[config.mk]
export PLATFORM = sky130hd
export DESIGN_NAME = pwm_position_ctrl
export DESIGN_NICKNAME = d
export VERILOG_FILES = /design/src/hdl/servo_pkg.sv /design/src/hdl/pwm_position_ctrl.sv
export VERILOG_INCLUDE_DIRS = /design/src /design/src/include
export SDC_FILE = /design/constraint.sdc
export NUM_CORES = 1
export LEC_CHECK = 0
export BUFFER_PORTS_ARGS = -buffer_cell sky130_fd_sc_hd__buf_4
export CAP_MARGIN = 25
export CELL_PAD_IN_SITES_DETAIL_PLACEMENT = 1
export CELL_PAD_IN_SITES_GLOBAL_PLACEMENT = 1
export CORE_MARGIN = 4
export CORE_UTILIZATION = 38
export DETAILED_ROUTE_END_ITERATION = 8
export PLACE_DENSITY_LB_ADDON = 0.1
export SYNTH_ARGS = -nofsm -noshare
export SYNTH_HDL_FRONTEND = slang
export SYNTH_SLANG_ARGS = --single-unit
[constraint.sdc]
create_clock -name PHASE1 -period 1.6 [get_ports PHASE1]
set_clock_uncertainty 0.2 [all_clocks]
set_input_delay 0.08 -clock PHASE1 [delete_from_list [all_inputs] [get_ports PHASE1]]
set_output_delay 0.08 -clock PHASE1 [all_outputs]
set_load 0.005 [all_outputs]
[src/include/servo_settings.svh]
/* Constants shared by the servo RTL and its testbench
   SERVO_PWM_PERIOD must stay below 128 so a duty fits servo_pkg::duty_t */
`ifndef SERVO_SETTINGS_SVH
`define SERVO_SETTINGS_SVH

// AS5600 device bytes and raw angle register pointer
`define SERVO_ENC_WRITE_ADDR 8'h6C
`define SERVO_ENC_READ_ADDR  8'h6D
`define SERVO_RAW_ANGLE_REG  8'h0C

`define SERVO_FIFO_DEPTH     4
`define SERVO_PWM_PERIOD     64   // Clock cycles per PWM period
`define SERVO_ANGLE_TOL      8    // Largest error in counts that is still on target
`define SERVO_DUTY_SHIFT     4

`endif

[src/hdl/servo_pkg.sv]
/* Types for the servo position loop
   Angles are raw AS5600 counts, one turn is 4096 counts */
package servo_pkg;

    typedef logic [11:0] angle_t;
    typedef logic signed [12:0] angle_err_t;
    typedef logic [6:0] duty_t;   // 0 up to the PWM period

    // Order follows the I2C transaction, ABORT is the STOP after a missing ACK
    typedef enum logic [3:0] {
        IDLE, START, DEV_WR, ACK0,
        READ_ADDR, ACK1, REP_START, DEV_RD,
        ACK2, DATA0, ACK3, DATA1,
        NACK, STOP, PAUSE, ABORT
    } i2c_state_e;

endpackage

[src/hdl/pwm_position_ctrl.sv]
/* Proportional position controller with PWM and direction outputs
   The error wraps at the 0/4095 seam so the motor turns the shorter way */
`timescale 1ns/100ps
`include "servo_settings.svh"

module pwm_position_ctrl (
    input  logic              PHASE1,
    input  logic              reset_n,
    input  servo_pkg::angle_t target_angle,
    input  servo_pkg::angle_t head,
    input  logic              empty,
    output logic              pop,
    output servo_pkg::angle_t current_angle,
    output logic              angle_done,
    output logic              motor_dir,
    output logic              pwm_out
);

    localparam int CNT_W = $clog2(`SERVO_PWM_PERIOD);

    logic [11:0]           diff;
    servo_pkg::angle_err_t err;
    logic [11:0]           abs_err;
    logic [11:0]           duty_raw;
    logic                  at_target;
    servo_pkg::duty_t      duty_calc;
    servo_pkg::duty_t      duty_q;
    servo_pkg::duty_t      duty_active;
    logic [CNT_W-1:0]      period_cnt;

    // Take every sample as soon as the FIFO shows one
    assign pop = !empty;

    // Difference modulo one turn, read as a signed value from -2048 to +2047
    assign diff    = target_angle - head;
    assign err     = {diff[11], diff};
    assign abs_err = err[12] ? (12'd0 - diff) : diff;

    assign at_target = (abs_err <= 12'(`SERVO_ANGLE_TOL));
    assign duty_raw  = abs_err >> `SERVO_DUTY_SHIFT;

    always_comb begin
        if (at_target) begin
            duty_calc = '0;
        end else if (duty_raw > 12'(`SERVO_PWM_PERIOD)) begin
            duty_calc = servo_pkg::duty_t'(`SERVO_PWM_PERIOD);
        end else begin
            duty_calc = duty_raw[6:0];
        end
    end

    always_ff @(posedge PHASE1 or negedge reset_n) begin
        if (!reset_n) begin
            current_angle <= '0;
            angle_done    <= 1'b0;   // Low so the reader starts right after reset
            motor_dir     <= 1'b0;
            duty_q        <= '0;
        end else if (pop) begin
            current_angle <= head;
            angle_done    <= at_target;
            motor_dir     <= !err[12] && (err != '0);
            duty_q        <= duty_calc;
        end
    end

    // A new duty only takes hold at the start of a period
    always_ff @(posedge PHASE1 or negedge reset_n) begin
        if (!reset_n) begin
            period_cnt  <= '0;
            duty_active <= '0;
        end else if (period_cnt == CNT_W'(`SERVO_PWM_PERIOD - 1)) begin
            period_cnt  <= '0;
            duty_active <= duty_q;
        end else begin
            period_cnt <= period_cnt + 1'b1;
        end
    end

    assign pwm_out = (servo_pkg::duty_t'(period_cnt) < duty_active);

endmodule

==> results of run 1 <==
kinds of logic (layout without fill, tap and decap cells):
group,after synthesis,count (layout),share of synthesized area [%]
flops,34,34,34.8
simple gates,95,95,20.0
buf+inv,31,152,5.17
xor+xnor,14,14,5.33
compound gates,80,80,22.1
mux,7,7,3.12
fa+ha+maj,18,18,9.52
stage by stage:
stage	setup WS (ns)	power [mW]
2_1_floorplan	-1.15	1.66
3_3_place_gp	-1.38	2.10
3_5_place_dp	-1.45	2.15
4_1_cts	-1.15	2.97
5_1_grt	-1.31	3.28
6_report	-1.18	3.09
flip-flops by register name (all words and copies together), names as in the netlist:
name           cells
duty_q             7
motor_dir          1
current_angle     12
duty_active        7
period_cnt         6
angle_done         1
area by class of cell:
class,instances,area (um^2)
clock buffers,6,82.6
clock inverters,2,12.5
fillers,713,2230
inverters,22,97.6
multi-input cells,214,1740
flip-flops and latches,34,851
well taps,75,93.8
repair buffers,122,990
per-layer routing:
| metal | up-vias | share of wire (%) | global-route usage, % |
|---|---|---|---|
| met2 | 46 | 49 | 35.8 |
| met1 | 1270 | 46 | 27.6 |
| met4 | 0 | 1.4 | 7.14 |
| met5 | - | 0 | 0 |
| met3 | 11 | 3.6 | 4.14 |
| li1 | 1224 | - | - |
worst max path at each step:
| stage | slack (ns) | depth (start not counted) | startpoint | endpoint |
|---|---|---|---|---|
| floorplan | -1.15 | 13 | target_angle[0] | duty_q[5] |
| global placement | -1.38 | 14 | target_angle[0] | duty_q[3] |
| detailed placement | -1.45 | 14 | target_angle[0] | duty_q[3] |
| CTS | -1.15 | 14 | target_angle[0] | duty_q[5] |
| global route | -1.31 | 14 | head[6] | duty_q[5] |
| finish | -1.18 | 14 | target_angle[0] | duty_q[5] |
worst max-delay path, stage by stage:
cell      delay (ns)
buf_8           0.11
inv_12          0.04
ha_4            0.12
inv_2           0.04
fa_2            0.42
xor2_2          0.18
nor3b_4         0.21
o221ai_2        0.13
or2_4           0.27
nor2_4          0.13
a31oi_4         0.11
or3_1           0.33
a211o_1         0.32
a32o_1          0.27
synthesized netlist by cell type, types with 3 or more instances:
cell type	number	area (um^2)
nor2b_1	3	18.8
nand3_1	9	45.0
nand2_1	32	120
inv_1	21	78.8
xnor2_1	8	70.1
xor2_1	5	43.8
nand2b_1	6	37.5
a211oi_1	3	22.5
mux2_2	5	56.3
dfrtp_1	34	851
o31ai_1	5	37.5
a31oi_1	3	18.8
and3b_1	3	26.3
o21ai_0	27	135
ha_1	17	213
nor2_1	19	71.3
a21o_1	4	30.0
clkbuf_1	5	18.8
a21oi_1	16	80.1
nor3_1	3	15.0
where the power goes:
| group | internal [mW] | switching, mW | total, mW |
|---|---|---|---|
| sequential | 0.961 | 0.0686 | 1.03 |
| combinational | 0.696 | 0.651 | 1.35 |
| clock | 0.347 | 0.371 | 0.718 |
| total | 2.00 | 1.09 | 3.09 |
timing repair:
| action | CTS | global route |
|---|---|---|
| gates resized for setup | 28 | 32 |
| hold buffers | 13 | 0 |
| setup buffers | 6 | 4 |
| hold endpoints to repair | 46 | 0 |
| pin swaps | 14 | 19 |
| endpoints found under the setup margin | 17 | 17 |
==> impl_metrics.py, run 1 <==
metrics = {
    "yosys": {
        "async_flop_share_pct": 100,
        "avgSynthCellArea_um2": 8.76,
        "ys_seq_area_share_pct": 34.8,
        "synth.distinct_cells": 60,
        "yosys_warnings": 0,
        "synth_cells": 279,
        "synth_edf_count": 0,
        "synth_area_um2": 2440,
        "synthesis.nets": 324,
        "ys_ff_latch": 34,
        "ys.flop_type": "dfrtp_1",
    },
    "worst_setup_path": {
        "r2r-start": "period_cnt[1]",
        "reg2reg_depth": 6,
        "critPathLaunchType": "input port",
        "end_kind": "flop",
        "worstPathArrival_ns": 2.76,
        "crit_fanout": 3,
        "rrSetupSlack_ns": -0.12,
        "worstPathRequired_ns": 1.58,
        "r2r_end": "duty_active[6]",
        "worst-setup-path-type": "in2reg",
    },
    "timing": {
        "fmax_mhz": 360,
        "slew_violations": 0,
        "hold_viol": 0,
        "rsz0062_at_grt": "true",
        "setup-violations-final": 16,
        "tns_ns": -9.89,
        "post-route-period-util_pct": 173,
        "worst_slew_pin_slew_ns": 0.544,
        "hold_slack_ns": 0.0692,
        "fin_ws_ns": -1.18,
        "period_minus_slack_ns": 2.78,
        "relSlewSlack_pct": 63.2,
    },
    "final_layout": {
        "mostFrequentLayoutCells": "99 x buf_4, 34 x dfrtp_1, 30 x nand2_1, 19 x o21ai_0, 17 x inv_1",
        "final_core_util_pct": 63.5,
        "antenna_cells": 0,
        "drive_gt1_share_pct": 42.8,
        "stdcell_count": 475,
        "layout_commonest_cell": "buf_4",
        "fin_nets": 444,
        "area_growth_pct": 58.3,
        "finalInstanceArea_um2": 3870,
    },
    "floorplanning": {
        "initial_core_util_pct": 40.1,
        "die_x_um": 88.2,
        "dieHeight_um": 88.2,
        "rows": 28,
        "dieArea_um2": 7780,
        "io-pin-count": 43,
        "core_area_um2": 6100,
    },
    "global_routing": {
        "grt_max_degree": 35,
        "grt.total_usage_pct": 21.4,
        "grt_pass1_wl_mm": 13.1,
        "grt_pass1_vias": 2748,
        "grt_antenna_before_repair": 0,
        "overflow": 0,
    },
    "clocking": {
        "tritoncts": "built",
        "htree_levels": 2,
        "root_buffer": "clkbuf_8",
        "cts_buffers": 5,
        "clkTransAtPathRegs_ns": 0.08,
        "clock_path_buffers": 2,
        "clk_latency_ns": 0.30,
        "cts.sinks": 34,
    },
    "place": {
        "port_buffers": 42,
        "place_inst": 447,
        "place_congestion": 0.787,
        "dpl-instance-area_um2": 3330,
        "dp_hpwl_mm": 5.31,
    },
    "route": {
        "routed_wl_mm": 8.00,
        "via_count": 2551,
        "drc": 0,
        "avgViaCountPerCell": 5.37,
        "drt_iter0_markers": 76,
        "wire_per_inst_um": 16.8,
        "ant_nets": 0,
        "firstDrtPassIters": 4,
    },
    "power": {
        "power_leakage_nw": 1.78,
        "ir_drop_uv": 430,
        "powerDensity_nw_per_um2": 800,
    },
    "run_status": {
        "violations": "setup timing",
        "status": "finished, violations left",
    },
    "run": {
        "max_cap_viol_count": 0,
    },
    "min_path": {
        "hold_class": "in2async",
    },
}
(Power assumes the default switching activity.)
==> run 2, diff against run 1 <==
--- a/config.mk
+++ b/config.mk
@@ -10,6 +10,7 @@
 export CAP_MARGIN = 25
 export CELL_PAD_IN_SITES_DETAIL_PLACEMENT = 1
 export CELL_PAD_IN_SITES_GLOBAL_PLACEMENT = 1
+export CORE_ASPECT_RATIO = 0.5
 export CORE_MARGIN = 4
 export CORE_UTILIZATION = 38
 export DETAILED_ROUTE_END_ITERATION = 8
==> impl_metrics.py, run 2 (synthesized netlist as in run 1, its figures left out) <==
metrics = {
    "run_status": {
        "status": "finished, violations left",
        "violations": "setup timing",
    },
    "timing": {
        "slew_violations": 0,
        "hold_viol": 0,
        "relSlewSlack_pct": 61.8,
        "fmax_mhz": 351,
        "hold_slack_ns": 0.0377,
        "setup-violations-final": 10,
        "fin_ws_ns": -1.25,
        "period_minus_slack_ns": 2.85,
        "rsz0062_at_grt": "true",
        "worst_slew_pin_slew_ns": 0.568,
        "post-route-period-util_pct": 178,
    },
    "final_layout": {
        "multiInputGateArea_um2": 1820,
        "fin_nets": 454,
        "fillCellCount": 709,
        "mostFrequentLayoutCells": "112 x buf_4, 34 x dfrtp_1, 29 x nand2_1, 22 x o21ai_0",
        "antenna_cells": 0,
        "reg_top3": "current_angle: 12 flops, duty_active: 7 flops, duty_q: 7 flops",
        "largest_reg_flops": 12,
        "regMostFlops": "current_angle",
        "layout_commonest_cell": "buf_4",
        "regArea_um2": 851,
        "drive_gt1_share_pct": 48.0,
        "area_growth_pct": 66.7,
    },
    "power": {
        "switchingPower_mw": 1.22,
        "seqPwrFrac_pct": 29.8,
        "power_leakage_nw": 1.84,
        "swShare_pct": 34.6,
        "ir_drop_uv": 399,
        "p_int_mw": 2.30,
        "powerDensity_nw_per_um2": 864,
        "clockPowerShare_pct": 26.9,
        "comb_power_share_pct": 43.3,
    },
    "run": {
        "max_cap_viol_count": 0,
    },
    "global_routing": {
        "grt_pass1_vias": 3014,
        "grt.total_usage_pct": 25.7,
        "grt_max_degree": 35,
        "grt_antenna_before_repair": 0,
        "grt_pass1_wl_mm": 15.7,
        "overflow": 0,
    },
    "route": {
        "avgViaCountPerCell": 5.59,
        "routed_wl_mm": 10.9,
        "drt_iter0_markers": 209,
        "drc": 0,
        "firstDrtPassIters": 4,
        "via_count": 2771,
        "ant_nets": 0,
        "wire_per_inst_um": 22.0,
    },
    "floorplanning": {
        "rows": 20,
        "dieArea_um2": 7860,
        "die_x_um": 121,
        "io-pin-count": 43,
        "core_area_um2": 6160,
        "dieHeight_um": 64.7,
        "initial_core_util_pct": 39.7,
    },
    "clocking": {
        "clk_latency_ns": 0.28,
        "cts_buffers": 5,
        "htree_levels": 2,
        "cts.sinks": 34,
        "clock_path_buffers": 2,
        "clkTransAtPathRegs_ns": 0.06,
        "root_buffer": "clkbuf_16",
        "tritoncts": "built",
    },
    "worst_setup_path": {
        "r2r-start": "period_cnt[1]",
        "startpoint": "target_angle[0]",
        "worstPathRequired_ns": 1.55,
        "worstPathArrival_ns": 2.80,
        "rrSetupSlack_ns": 0.03,
        "critPathLaunchType": "input port",
        "end_kind": "flop",
        "worst-setup-path-type": "in2reg",
        "crit_fanout": 4,
    },
    "min_path": {
        "hold_class": "in2reg",
        "min_from": "head[8]",
    },
    "place": {
        "pre_cts_slack_ns": -1.46,
        "port_buffers": 42,
        "place_congestion": 0.851,
        "dp_hpwl_mm": 5.87,
    },
}
run 2: cell types whose count changed in the layout (fill, tap and decap cells not counted), sizes merged:
cell,change
clkinvlp,-1
buf,+13
dlygate4sd3,-3
clkinv,-1
run 2: area by class of cell:
| class | count | share of cell area (%) |
|---|---|---|
| multi-input combinational | 214 | 44.6 |
| timing repair buffer | 132 | 26.0 |
| sequential | 34 | 20.9 |
| clock buffer | 6 | 3.41 |
| inverter | 22 | 2.40 |
| tap | 88 | 2.70 |
run 2: power by group through the flow:
stage	registers, mW	clock network (mW)	logic (mW)
final	1.05	0.948	1.52
after global routing	1.06	1.01	1.62
after CTS	1.03	0.949	1.29
after detailed placement	1.04	0	1.14
after global placement	1.04	0	1.09
after floorplan	1.03	0	0.634
run 2: worst max-delay path: stages:
cell and delay, ns:
buf_8 0.09, inv_12 0.03, ha_4 0.15, inv_2 0.06, fa_2 0.24, a21oi_2 0.07, or3b_4 0.40, a21boi_2 0.24
o21a_1 0.20, buf_4 0.15, mux2i_1 0.09, o21ai_0 0.22, nand3_1 0.13, a211o_1 0.39, a32o_1 0.26
run 2: worst paths after layout:
path,end,depth (start not counted)
setup / recovery,duty_q[5],15
hold / removal,current_angle[8],4
setup reg to reg,duty_active[6],5
hold reg to reg,duty_active[1],2
max in group asynchronous,duty_q[6],2
min in group asynchronous,duty_active[2],2
run 2: metrics by stage:
| step | area [um^2] | instances | util [%] | power (mW) | TNS [ns] |
|---|---|---|---|---|---|
| final | 4070 | 496 | 66.2 | 3.52 | -10.06 |
| after global routing | 4070 | 496 | 66.2 | 3.69 | -11.35 |
| after CTS | 3920 | 492 | 63.6 | 3.27 | -9.10 |
| after detailed placement | 3400 | 467 | 55.3 | 2.18 | -12.79 |
| after global placement | 3400 | 467 | 55.3 | 2.13 | -12.32 |
| after floorplan | 2520 | 279 | - | 1.66 | -9.19 |
run 2: metal layers:
metal | up-vias | global-route usage, % | wire (um)
li1 | 1246 | - | -
met1 | 1397 | 29.9 | 4460
met2 | 93 | 47.6 | 5600
met3 | 35 | 4.97 | 465
met4 | 0 | 8.80 | 358
met5 | - | 0 | 0
run 2: what timing repair did:
item / CTS / global route
hold buffers: 10 / 0
setup buffers: 10 / 6
pin swaps: 21 / 10
endpoints found under the hold margin: 46 / 0
setup endpoints to repair: 17 / 21
resized for setup: 46 / 26
cloned: 0 / 0
