<file path="src/include/servo_settings.svh">
/* Constants shared by the servo RTL and its testbench
   SERVO_PWM_PERIOD must stay below 128 so a duty fits servo_pkg::duty_t */
`ifndef SERVO_SETTINGS_SVH
`define SERVO_SETTINGS_SVH

// AS5600 device bytes and raw angle register pointer
`define SERVO_ENC_WRITE_ADDR 8'h6C
`define SERVO_ENC_READ_ADDR  8'h6D
`define SERVO_RAW_ANGLE_REG  8'h0C

`define SERVO_FIFO_DEPTH     4
`define SERVO_PWM_PERIOD     64   // Clock cycles per PWM period
`define SERVO_ANGLE_TOL      8    // Largest error in counts that is still on target
`define SERVO_DUTY_SHIFT     4

`endif

</file>
<file path="src/hdl/servo_pkg.sv">
/* Types for the servo position loop
   Angles are raw AS5600 counts, one turn is 4096 counts */
package servo_pkg;

    typedef logic [11:0] angle_t;
    typedef logic signed [12:0] angle_err_t;
    typedef logic [6:0] duty_t;   // 0 up to the PWM period

    // Order follows the I2C transaction, ABORT is the STOP after a missing ACK
    typedef enum logic [3:0] {
        IDLE, START, DEV_WR, ACK0,
        READ_ADDR, ACK1, REP_START, DEV_RD,
        ACK2, DATA0, ACK3, DATA1,
        NACK, STOP, PAUSE, ABORT
    } i2c_state_e;

endpackage

</file>
<file path="src/hdl/angle_fifo.sv">
/* Angle sample FIFO between the I2C reader and the position controller
   A push into a full FIFO is dropped unless a pop frees a slot in the same cycle */
`timescale 1ns/100ps
`include "servo_settings.svh"

module angle_fifo #(
    parameter int DEPTH = `SERVO_FIFO_DEPTH
) (
    input  logic              PHASE1,
    input  logic              reset_n,
    input  logic              push,
    input  servo_pkg::angle_t push_data,
    input  logic              pop,
    output servo_pkg::angle_t head,
    output logic              empty,
    output logic [7:0]        overflow_count
);

    localparam int PTR_W = (DEPTH > 1) ? $clog2(DEPTH) : 1;
    localparam int CNT_W = $clog2(DEPTH + 1);

    servo_pkg::angle_t mem [DEPTH];
    logic [PTR_W-1:0] rd_ptr;
    logic [PTR_W-1:0] wr_ptr;
    logic [CNT_W-1:0] count;
    logic             full;
    logic             do_push;
    logic             do_pop;

    assign empty   = (count == '0);
    assign full    = (count == CNT_W'(DEPTH));
    assign do_pop  = pop && !empty;
    assign do_push = push && (!full || do_pop);
    assign head    = mem[rd_ptr];

    always_ff @(posedge PHASE1) begin
        if (do_push) begin
            mem[wr_ptr] <= push_data;
        end
    end

    always_ff @(posedge PHASE1 or negedge reset_n) begin
        if (!reset_n) begin
            rd_ptr         <= '0;
            wr_ptr         <= '0;
            count          <= '0;
            overflow_count <= 8'd0;
        end else begin
            if (do_push) begin
                wr_ptr <= (wr_ptr == PTR_W'(DEPTH - 1)) ? '0 : wr_ptr + 1'b1;
            end
            if (do_pop) begin
                rd_ptr <= (rd_ptr == PTR_W'(DEPTH - 1)) ? '0 : rd_ptr + 1'b1;
            end
            if (do_push && !do_pop) begin
                count <= count + 1'b1;
            end else if (do_pop && !do_push) begin
                count <= count - 1'b1;
            end
            if (push && !do_push && (overflow_count != 8'hFF)) begin
                overflow_count <= overflow_count + 8'd1;   // Saturates at 255
            end
        end
    end

endmodule

</file>
<file path="config.mk">
export PLATFORM = sky130hd
export DESIGN_NAME = angle_fifo
export DESIGN_NICKNAME = d
export VERILOG_FILES = /design/src/hdl/servo_pkg.sv /design/src/hdl/angle_fifo.sv
export VERILOG_INCLUDE_DIRS = /design/src /design/src/include
export SDC_FILE = /design/constraint.sdc
export NUM_CORES = 1
export LEC_CHECK = 0
export BUFFER_PORTS_ARGS = -buffer_cell sky130_fd_sc_hd__buf_4
export CORE_UTILIZATION = 55
export CTS_CLUSTER_SIZE = 28
export DETAILED_ROUTE_END_ITERATION = 8
export PLACE_DENSITY = 0.77
export SLEW_MARGIN = 5
export SYNTH_ARGS = -nofsm -noshare
export SYNTH_HDL_FRONTEND = slang
export SYNTH_SLANG_ARGS = --single-unit
</file>
<file path="constraint.sdc">
create_clock -name PHASE1 -period 3 [get_ports PHASE1]
set_clock_uncertainty 0.2 [all_clocks]
set_input_delay 0.6 -clock PHASE1 [delete_from_list [all_inputs] [get_ports PHASE1]]
set_output_delay 0.6 -clock PHASE1 [all_outputs]
set_load 0.005 [all_outputs]
</file>
==> reports/results.ini, run 1 <==
[outcome]
status=finished, final reports clean

[die]
row_count=24
start_util_pct=58.1
placeableCoreArea_mm2=0.00441
die_w_um=70.3
io_pins=37
dieArea_mm2=0.00494
die_height_um=70.3

[setup_path]
critPathLaunchType=register
crit_arrival_ps=1740
crit_path_end_kind=output pin
crit_type=register to output pin
required_ps=2200
crit_fanout=9

[yosys]
synth_area_leaders=edfxtp_1 56%, dfrtp_1 15%, mux4_2 11%
ys_ff_latch=63
synth_top_area_cell=edfxtp_1
ys_warn_count=0
syn_nets=163
ys.flop_type=edfxtp_1
syn_inst=139
synth_edf_count=48
ys_types=28
syn_avg_cell_area_um2=18.5
seq_area_frac_synth_pct=70.8
synthArstFlopShare_pct=23.8
synth_area_mm2=0.00256
synth_top_area_share_pct=56.2

[timing]
finalHoldViolations=0
max-slew-margin-rel_pct=55.3
fmax_mhz=394
period_share_pct=84.5
max_slew.worst_pin.slew_ps=670
setup_viol=0
period_minus_slack_ps=2540
setup-tns-final_ps=0
rsz0062_at_grt=no
slew_violations=0

[route]
vias_per_cell=5.45
drtIter0Drc=98
avgRoutedWirePerCell_um=17.2
antenna_left=0
drt-pass1-iter-count=4
wirelength_um=4140
vias=1313
drc=0

[cts]
cts_max_level=3
ctsLongestPathBuffers=2
cts.sinks=63
clk_pin_slew_ps=70
cts_tree=yes
clk_latency_ps=330
postCtsSetupBuffers=0
cts-root-buf=clkbuf_8
cts_buffers=9

[finish]
nets=208
syn2layout_area_growth_pct=19.6
final_common_cell=edfxtp_1
design_area_mm2=0.00307
drive_gt1_share_pct=37.6
final_cells=241
diodes=0
layout_common_cells=48 x edfxtp_1, 36 x buf_4, 15 x dfrtp_1, 12 x mux4_2, 9 x clkbuf_8

[placement]
dpl.cell_count=224
postPlaceCellArea_mm2=0.00290
io_buffers=36
dp_hpwl_um=2800
place_congestion=0.767

[global_routing]
grt_pass1_wl_um=7040
grt_max_degree=16
grt_use_total_pct=19.9
antenna_found_initial=0
grt.overflow.total=0
grt_pass1_vias=1451

[hold_path]
hold_path_class=input port to register

[power]
ir_drop_uv=539
p_leak_nw=1.18
pwr_density_cell_mw_per_mm2=869

[flow_run]
maxCapViolCount=0

per-layer routing:
layer	share of wire [%]	GRT usage, %
met1	44	25.4
met2	50	29.9
met3	4.1	6.20
met4	1.6	12.2
met5	0	0
final timing paths:
check                                 startpoint               endpoint  slack (ps)  depth (start not counted)
setup / recovery           rd_ptr[0]$_DFFE_PN0P_                head[6]         460                          3
hold / removal                      push_data[5]    mem[2][5]$_DFFE_PP_         260                          1
setup reg to reg            count[1]$_DFFE_PN0P_   count[1]$_DFFE_PN0P_         600                          6
hold reg to reg             count[2]$_DFFE_PN0P_   count[2]$_DFFE_PN0P_         310                          1
max in group asynchronous                reset_n   count[1]$_DFFE_PN0P_        1940                          2
min in group asynchronous                reset_n  wr_ptr[0]$_DFFE_PN0P_         480                          2
layout make-up:
class	count	area (um^2)
Tap cell	52	65.1
Clock buffer	9	124
Clock inverter	7	30.0
Sequential cell	63	1820
Inverter	5	18.8
Timing Repair Buffer	38	300
Multi-Input combinational cell	67	712
Fill cell	289	1350
per-stage QoR:
step	power [W]	hold WS (ps)	utilization (%)	worst slack [ps]
2_1_floorplan	0.00175	104	-	506
4_1_cts	0.00270	252	69.5	414
5_1_grt	0.00284	247	69.5	346
3_5_place_dp	0.00212	265	65.8	389
6_report	0.00266	265	69.5	464
3_3_place_gp	0.00207	259	65.8	454
repair_timing:
item | in CTS | in global routing
hold buffers | 1 | 0
resized for setup | 0 | 0
hold endpoints to repair | 15 | 0
cells by family after synthesis:
logic type / after synthesis / share of synthesized area [%]
buffers and inverters: 9 / 1.41
and+or+nand+nor: 30 / 6.73
xor gates and xnor gates: 7 / 2.39
AOI/OAI and AO/OA: 4 / 0.976
DFF: 63 / 70.8
muxes: 18 / 13.5
adders and majority gates: 8 / 4.19
where the power goes:
group | total, W | switching, W | internal (W)
Clock | 0.000580 | 0.000297 | 0.000283
Sequential | 0.00130 | 0.000155 | 0.00114
Combinational | 0.000784 | 0.000315 | 0.000469
Total | 0.00266 | 0.000768 | 0.00190
worst max-delay path: stages, from the launching register on:
cell and delay (ps):
dfrtp_1 560, buf_12 200, mux4_2 490, buf_4 150
sequential cells by signal, summed over array words and instances, names as in the netlist:
signal,flops
mem,48
overflow_count,8
wr_ptr,2
rd_ptr,2
count,3
cell usage after synthesis, drive strengths merged, types with 3 or more instances:
| library cell | number |
|---|---|
| and2 | 4 |
| buf | 3 |
| dfrtp | 15 |
| edfxtp | 48 |
| ha | 7 |
| inv | 5 |
| mux2 | 6 |
| mux4 | 12 |
| nand2 | 7 |
| nand3 | 3 |
| nor2 | 5 |
| nor3 | 3 |
| xnor2 | 3 |
| xor2 | 4 |
Power figures use the tool's default switching activity.
==> run 2, diff against run 1 <==
--- a/config.mk
+++ b/config.mk
@@ -7,10 +7,10 @@
 export NUM_CORES = 1
 export LEC_CHECK = 0
 export BUFFER_PORTS_ARGS = -buffer_cell sky130_fd_sc_hd__buf_4
-export CORE_UTILIZATION = 55
+export CORE_UTILIZATION = 50
 export CTS_CLUSTER_SIZE = 28
 export DETAILED_ROUTE_END_ITERATION = 8
-export PLACE_DENSITY = 0.77
+export PLACE_DENSITY = 0.74
 export SLEW_MARGIN = 5
 export SYNTH_ARGS = -nofsm -noshare
 export SYNTH_HDL_FRONTEND = slang
==> constraint.sdc (replaced) <==
create_clock -name PHASE1 -period 2.1 [get_ports PHASE1]
set_clock_uncertainty 0.2 [all_clocks]
set_input_delay 0.42 -clock PHASE1 [delete_from_list [all_inputs] [get_ports PHASE1]]
set_output_delay 0.42 -clock PHASE1 [all_outputs]
set_load 0.005 [all_outputs]
==> reports/results.ini, run 2 (same netlist as run 1, synthesis figures left out) <==
[setup_path]
required_ps=1480
crit_fanout=8
path_common_cell=buf_4
crit_path_end_kind=output pin
crit_arrival_ps=1560
crit_family=multiplexers
crit_type=register to output pin
critPathLaunchType=register
path_cells=buf_4, mux4_2, buf_4
worst-path-buf-inv=2
crit_path_max_incr_delay_ps=530
cpMaxStageDelayCell=mux4_2

[cts]
ctsLongestPathBuffers=2
cts-root-buf=clkbuf_8
cts.sinks=63
cts_max_level=3
cts_tree=yes
cts_buffers=9
clk_pin_slew_ps=70
clk_latency_ps=340

[finish]
nFillCells=343
drive_gt1_share_pct=47.4
regArea_mm2=0.00182
final_cells=276
largest_registers=mem x48, overflow_count x8, count x3
final_common_cell=buf_4
regMostFlops=mem
largest_reg_flops=48
utilization_pct=68.9
nets=228
layout_common_cells=53 x buf_4, 48 x edfxtp_1, 13 x dfrtp_1, 12 x mux4_2, 10 x clkbuf_8
syn2layout_area_growth_pct=29.4
multi_input_area_um2=741
diodes=0
design_area_mm2=0.00332

[timing]
setup-tns-final_ps=-778
period_minus_slack_ps=2180
hold-worst-slack_ps=81.7
max-slew-margin-rel_pct=68.5
max_slew.worst_pin.slew_ps=471
period_share_pct=104
fmax_mhz=459
finalHoldViolations=0
worst_slack_ps=-80.4
rsz0062_at_grt=yes
slew_violations=0
setup_viol=14

[global_routing]
grt_pass1_vias=1588
use_met3_pct=4.66
antenna_found_initial=0
grt_max_degree=16
use_met2_pct=34.7
grt_use_total_pct=20.5
met1_usage_pct=23.6
busiest_layer=met2
grt_pass1_wl_um=7600
grt.overflow.total=0

[outcome]
violations=setup timing
status=complete, but fails checks

[placement]
postPlaceCellArea_mm2=0.00311
place_congestion=0.740
dpl.cell_count=256
dp_hpwl_um=3290
io_buffers=36

[route]
vias=1422
drt-pass1-iter-count=4
wirelength_um=4660
avgRoutedWirePerCell_um=16.9
antenna_left=0
drc=0
vias_per_cell=5.15
drtIter0Drc=98

[flow_run]
maxCapViolCount=0

[power]
pwr_density_cell_mw_per_mm2=1250
ir_drop_uv=767
p_leak_nw=1.30

[die]
io_pins=37
placeableCoreArea_mm2=0.00482
start_util_pct=53.2
dieArea_mm2=0.00542
die_w_um=73.6
row_count=25
die_height_um=73.6

[hold_path]
hold_path_class=input port to register

==> run 2: cell types whose count changed in the layout (fill, tap and decap cells not counted), sizes merged <==
| cell | change |
|---|---|
| clkinvlp | +1 |
| buf | +20 |
| clkbuf | +3 |
| clkinv | -4 |
==> run 2: path summary, 6_finish.rpt <==
check	start	to	slack [ps]	depth (start not counted)
max	rd_ptr[0]$_DFFE_PN0P_	head[5]	-80	3
min	push_data[4]	mem[3][4]$_DFFE_PP_	80	1
max reg2reg	count[0]$_DFFE_PN0P_	count[1]$_DFFE_PN0P_	-70	6
min reg2reg	overflow_count[3]$_DFFE_PN0P_	overflow_count[3]$_DFFE_PN0P_	350	1
max in group asynchronous	reset_n	rd_ptr[1]$_DFFE_PN0P_	1230	2
min in group asynchronous	reset_n	count[2]$_DFFE_PN0P_	280	2
==> run 2: per-stage QoR <==
step                      setup slack, ps  power, W
after global routing                 -146   0.00440
after detailed placement             -235   0.00327
after CTS                           -97.4   0.00420
final                               -80.4   0.00416
after floorplan                      -175   0.00254
after global placement               -153   0.00317
==> run 2: repair_timing <==
item / 4_1_cts / 5_1_grt
endpoints found under the hold margin: 15 / 0
setup endpoints to repair: 14 / 14
pin swaps: 2 / 1
setup buffers: 2 / 1
resized for setup: 2 / 0
hold buffers: 1 / 0
gates cloned: 0 / 0
==> run 2: layout make-up <==
type	count	area share [%]
well taps	67	2.53
flip-flops and latches	63	54.8
clock inverters	4	0.679
multi-input cells	67	22.3
clock buffers	12	4.37
inverters	5	0.566
repair buffers	58	14.7
==> run 2: power breakdown <==
group          leakage (nW)  switching (W)  total [W]  internal, W
logic                 0.593       0.000563    0.00144     0.000876
registers             0.625       0.000189    0.00183      0.00164
clock network        0.0861       0.000445   0.000899     0.000455
total                  1.30        0.00120    0.00416      0.00297
==> run 2: routing by layer <==
layer  vias up  wire [um]
met3         9        141
met4         0        110
met5         -          0
met2        35       2530
li1        658          -
met1       720       1870
==> run 3, diff against run 2 <==
--- a/config.mk
+++ b/config.mk
@@ -7,10 +7,10 @@
 export NUM_CORES = 1
 export LEC_CHECK = 0
 export BUFFER_PORTS_ARGS = -buffer_cell sky130_fd_sc_hd__buf_4
-export CORE_UTILIZATION = 50
+export CORE_UTILIZATION = 55
 export CTS_CLUSTER_SIZE = 28
 export DETAILED_ROUTE_END_ITERATION = 8
-export PLACE_DENSITY = 0.74
+export PLACE_DENSITY = 0.77
 export SLEW_MARGIN = 5
 export SYNTH_ARGS = -nofsm -noshare
 export SYNTH_HDL_FRONTEND = slang
==> constraint.sdc (replaced) <==
create_clock -name PHASE1 -period 2.6 [get_ports PHASE1]
set_clock_uncertainty 0.2 [all_clocks]
set_input_delay 0.52 -clock PHASE1 [delete_from_list [all_inputs] [get_ports PHASE1]]
set_output_delay 0.52 -clock PHASE1 [all_outputs]
set_load 0.005 [all_outputs]
==> reports/results.ini, run 3 (same netlist as run 1, synthesis figures left out) <==
[die]
io_pins=37
start_util_pct=58.1
die_height_um=70.3
placeableCoreArea_mm2=0.00441
die_w_um=70.3
row_count=24
dieArea_mm2=0.00494

[cts]
cts_max_level=3
ctsLongestPathBuffers=2
cts.sinks=63
cts_tree=yes
postCtsSetupBuffers=0
clk_pin_slew_ps=70
cts_resized=0
cts-root-buf=clkbuf_8
clk_latency_ps=320
holdBufCountCts=1
cts_buffers=9

[route]
drt-pass1-iter-count=4
vias=1340
vias_per_cell=5.56
drc=0
drtIter0Drc=67
avgRoutedWirePerCell_um=17.7
wirelength_um=4260
antenna_left=0

[timing]
fmax_mhz=406
setup-tns-final_ps=0
max-slew-margin-rel_pct=54.2
slew_violations=0
finalHoldViolations=0
setup_viol=0
max_slew.worst_pin.slew_ps=686
period_share_pct=94.8
rsz0062_at_grt=no
period_minus_slack_ps=2460

[power]
p_comb_share_pct=28.9
ir_drop_uv=578
pwr_density_cell_mw_per_mm2=1030
power_frac_seq_pct=47.1
p_sw_share_pct=27.9
p_leak_nw=1.19
clkPwrFrac_pct=24.0
p_int_w=0.00229
power_switching_w=0.000885

[setup_path]
required_ps=1880
crit_path_max_incr_delay_ps=540
crit_type=register to output pin
path_cells=buf_12, mux4_2, buf_4
cpMaxStageDelayCell=dfrtp_1
crit_arrival_ps=1740
critPathLaunchType=register
crit_path_end_kind=output pin
crit_fanout=11

[finish]
syn2layout_area_growth_pct=20.5
regMostFlops=mem
utilization_pct=70.0
layout_common_cells=48 x edfxtp_1, 36 x buf_4, 15 x dfrtp_1, 12 x mux4_2, 9 x clkbuf_8
final_common_cell=edfxtp_1
diodes=0
largest_registers=mem x48, overflow_count x8, count x3
drive_gt1_share_pct=37.0
nets=208
nFillCells=301
largest_reg_flops=48

[hold_path]
hold_path_class=input port to register

[global_routing]
grt.overflow.total=0
grt_pass1_vias=1423
grt_use_total_pct=19.4
grt_max_degree=16
antenna_found_initial=0
grt_pass1_wl_um=6890

[flow_run]
maxCapViolCount=0

[outcome]
status=finished, final reports clean

[placement]
place_congestion=0.724
io_buffers=36
dp_hpwl_um=2810

==> run 3: cell count changes in the layout (fill, tap and decap cells not counted), moves of 2 or more <==
| cell | delta |
|---|---|
| clkbuf_1 | -2 |
| dfrtp_2 | -2 |
| buf_12 | -3 |
| clkinv_2 | -2 |
| clkinv_1 | +5 |
| dfrtp_1 | +2 |
| buf_4 | -17 |
==> run 3: path summary, 6_finish.rpt <==
kind | endpoint | depth (start not counted) | slack [ps] | startpoint
max in group asynchronous | overflow_count[4]$_DFFE_PN0P_ | 2 | 1630 | reset_n
hold reg to reg | count[2]$_DFFE_PN0P_ | 1 | 290 | count[2]$_DFFE_PN0P_
setup reg to reg | count[1]$_DFFE_PN0P_ | 6 | 190 | count[1]$_DFFE_PN0P_
min in group asynchronous | wr_ptr[0]$_DFFE_PN0P_ | 2 | 400 | reset_n
hold / removal | mem[3][4]$_DFFE_PP_ | 1 | 190 | push_data[4]
setup / recovery | head[8] | 3 | 140 | rd_ptr[0]$_DFFE_PN0P_
==> run 3: power groups by stage <==
| stage | Sequential [W] | Clock, W | Combinational [W] |
|---|---|---|---|
| 2_1_floorplan | 0.00144 | 0 | 0.000586 |
| 3_3_place_gp | 0.00150 | 0 | 0.000899 |
| 3_5_place_dp | 0.00152 | 0 | 0.000927 |
| 4_1_cts | 0.00150 | 0.000778 | 0.000940 |
| 5_1_grt | 0.00152 | 0.000818 | 0.00102 |
| 6_report | 0.00150 | 0.000760 | 0.000917 |
==> run 3: cell type report <==
class	instances	area (um^2)	share of cell area (%)
clock buffers	9	124	4.01
clock inverters	7	53.8	1.74
inverters	5	18.8	0.607
multi-input cells	67	712	23.0
flip-flops and latches	63	1820	58.8
well taps	52	65.1	2.11
repair buffers	38	300	9.72
==> run 3: worst max-delay path, delay by kind of cell, from the launching register on <==
family / cells / cell delay [ps]
buffers and inverters: 2 / 350
DFF: 1 / 540
muxes: 1 / 520
==> run 3: stage by stage <==
| step | cells | worst slack (ps) | power [W] | instance area, um^2 | hold WS [ps] |
|---|---|---|---|---|---|
| after floorplan | 139 | 186 | 0.00202 | 2560 | 24.4 |
| after global placement | 224 | 131 | 0.00240 | 2900 | 181 |
| after detailed placement | 224 | 58.3 | 0.00245 | 2900 | 186 |
| after CTS | 241 | 88.1 | 0.00322 | 3090 | 172 |
| after global routing | 241 | 43.7 | 0.00336 | 3090 | 174 |
| final | 241 | 136 | 0.00317 | 3090 | 191 |
==> run 3: per-layer routing <==
metal	track usage, %	routed length, um	vias to the layer above
met5	0	0	-
met1	24.1	1750	670
met2	30.3	2220	43
li1	-	-	618
met3	4.91	210	9
met4	12.7	80	0
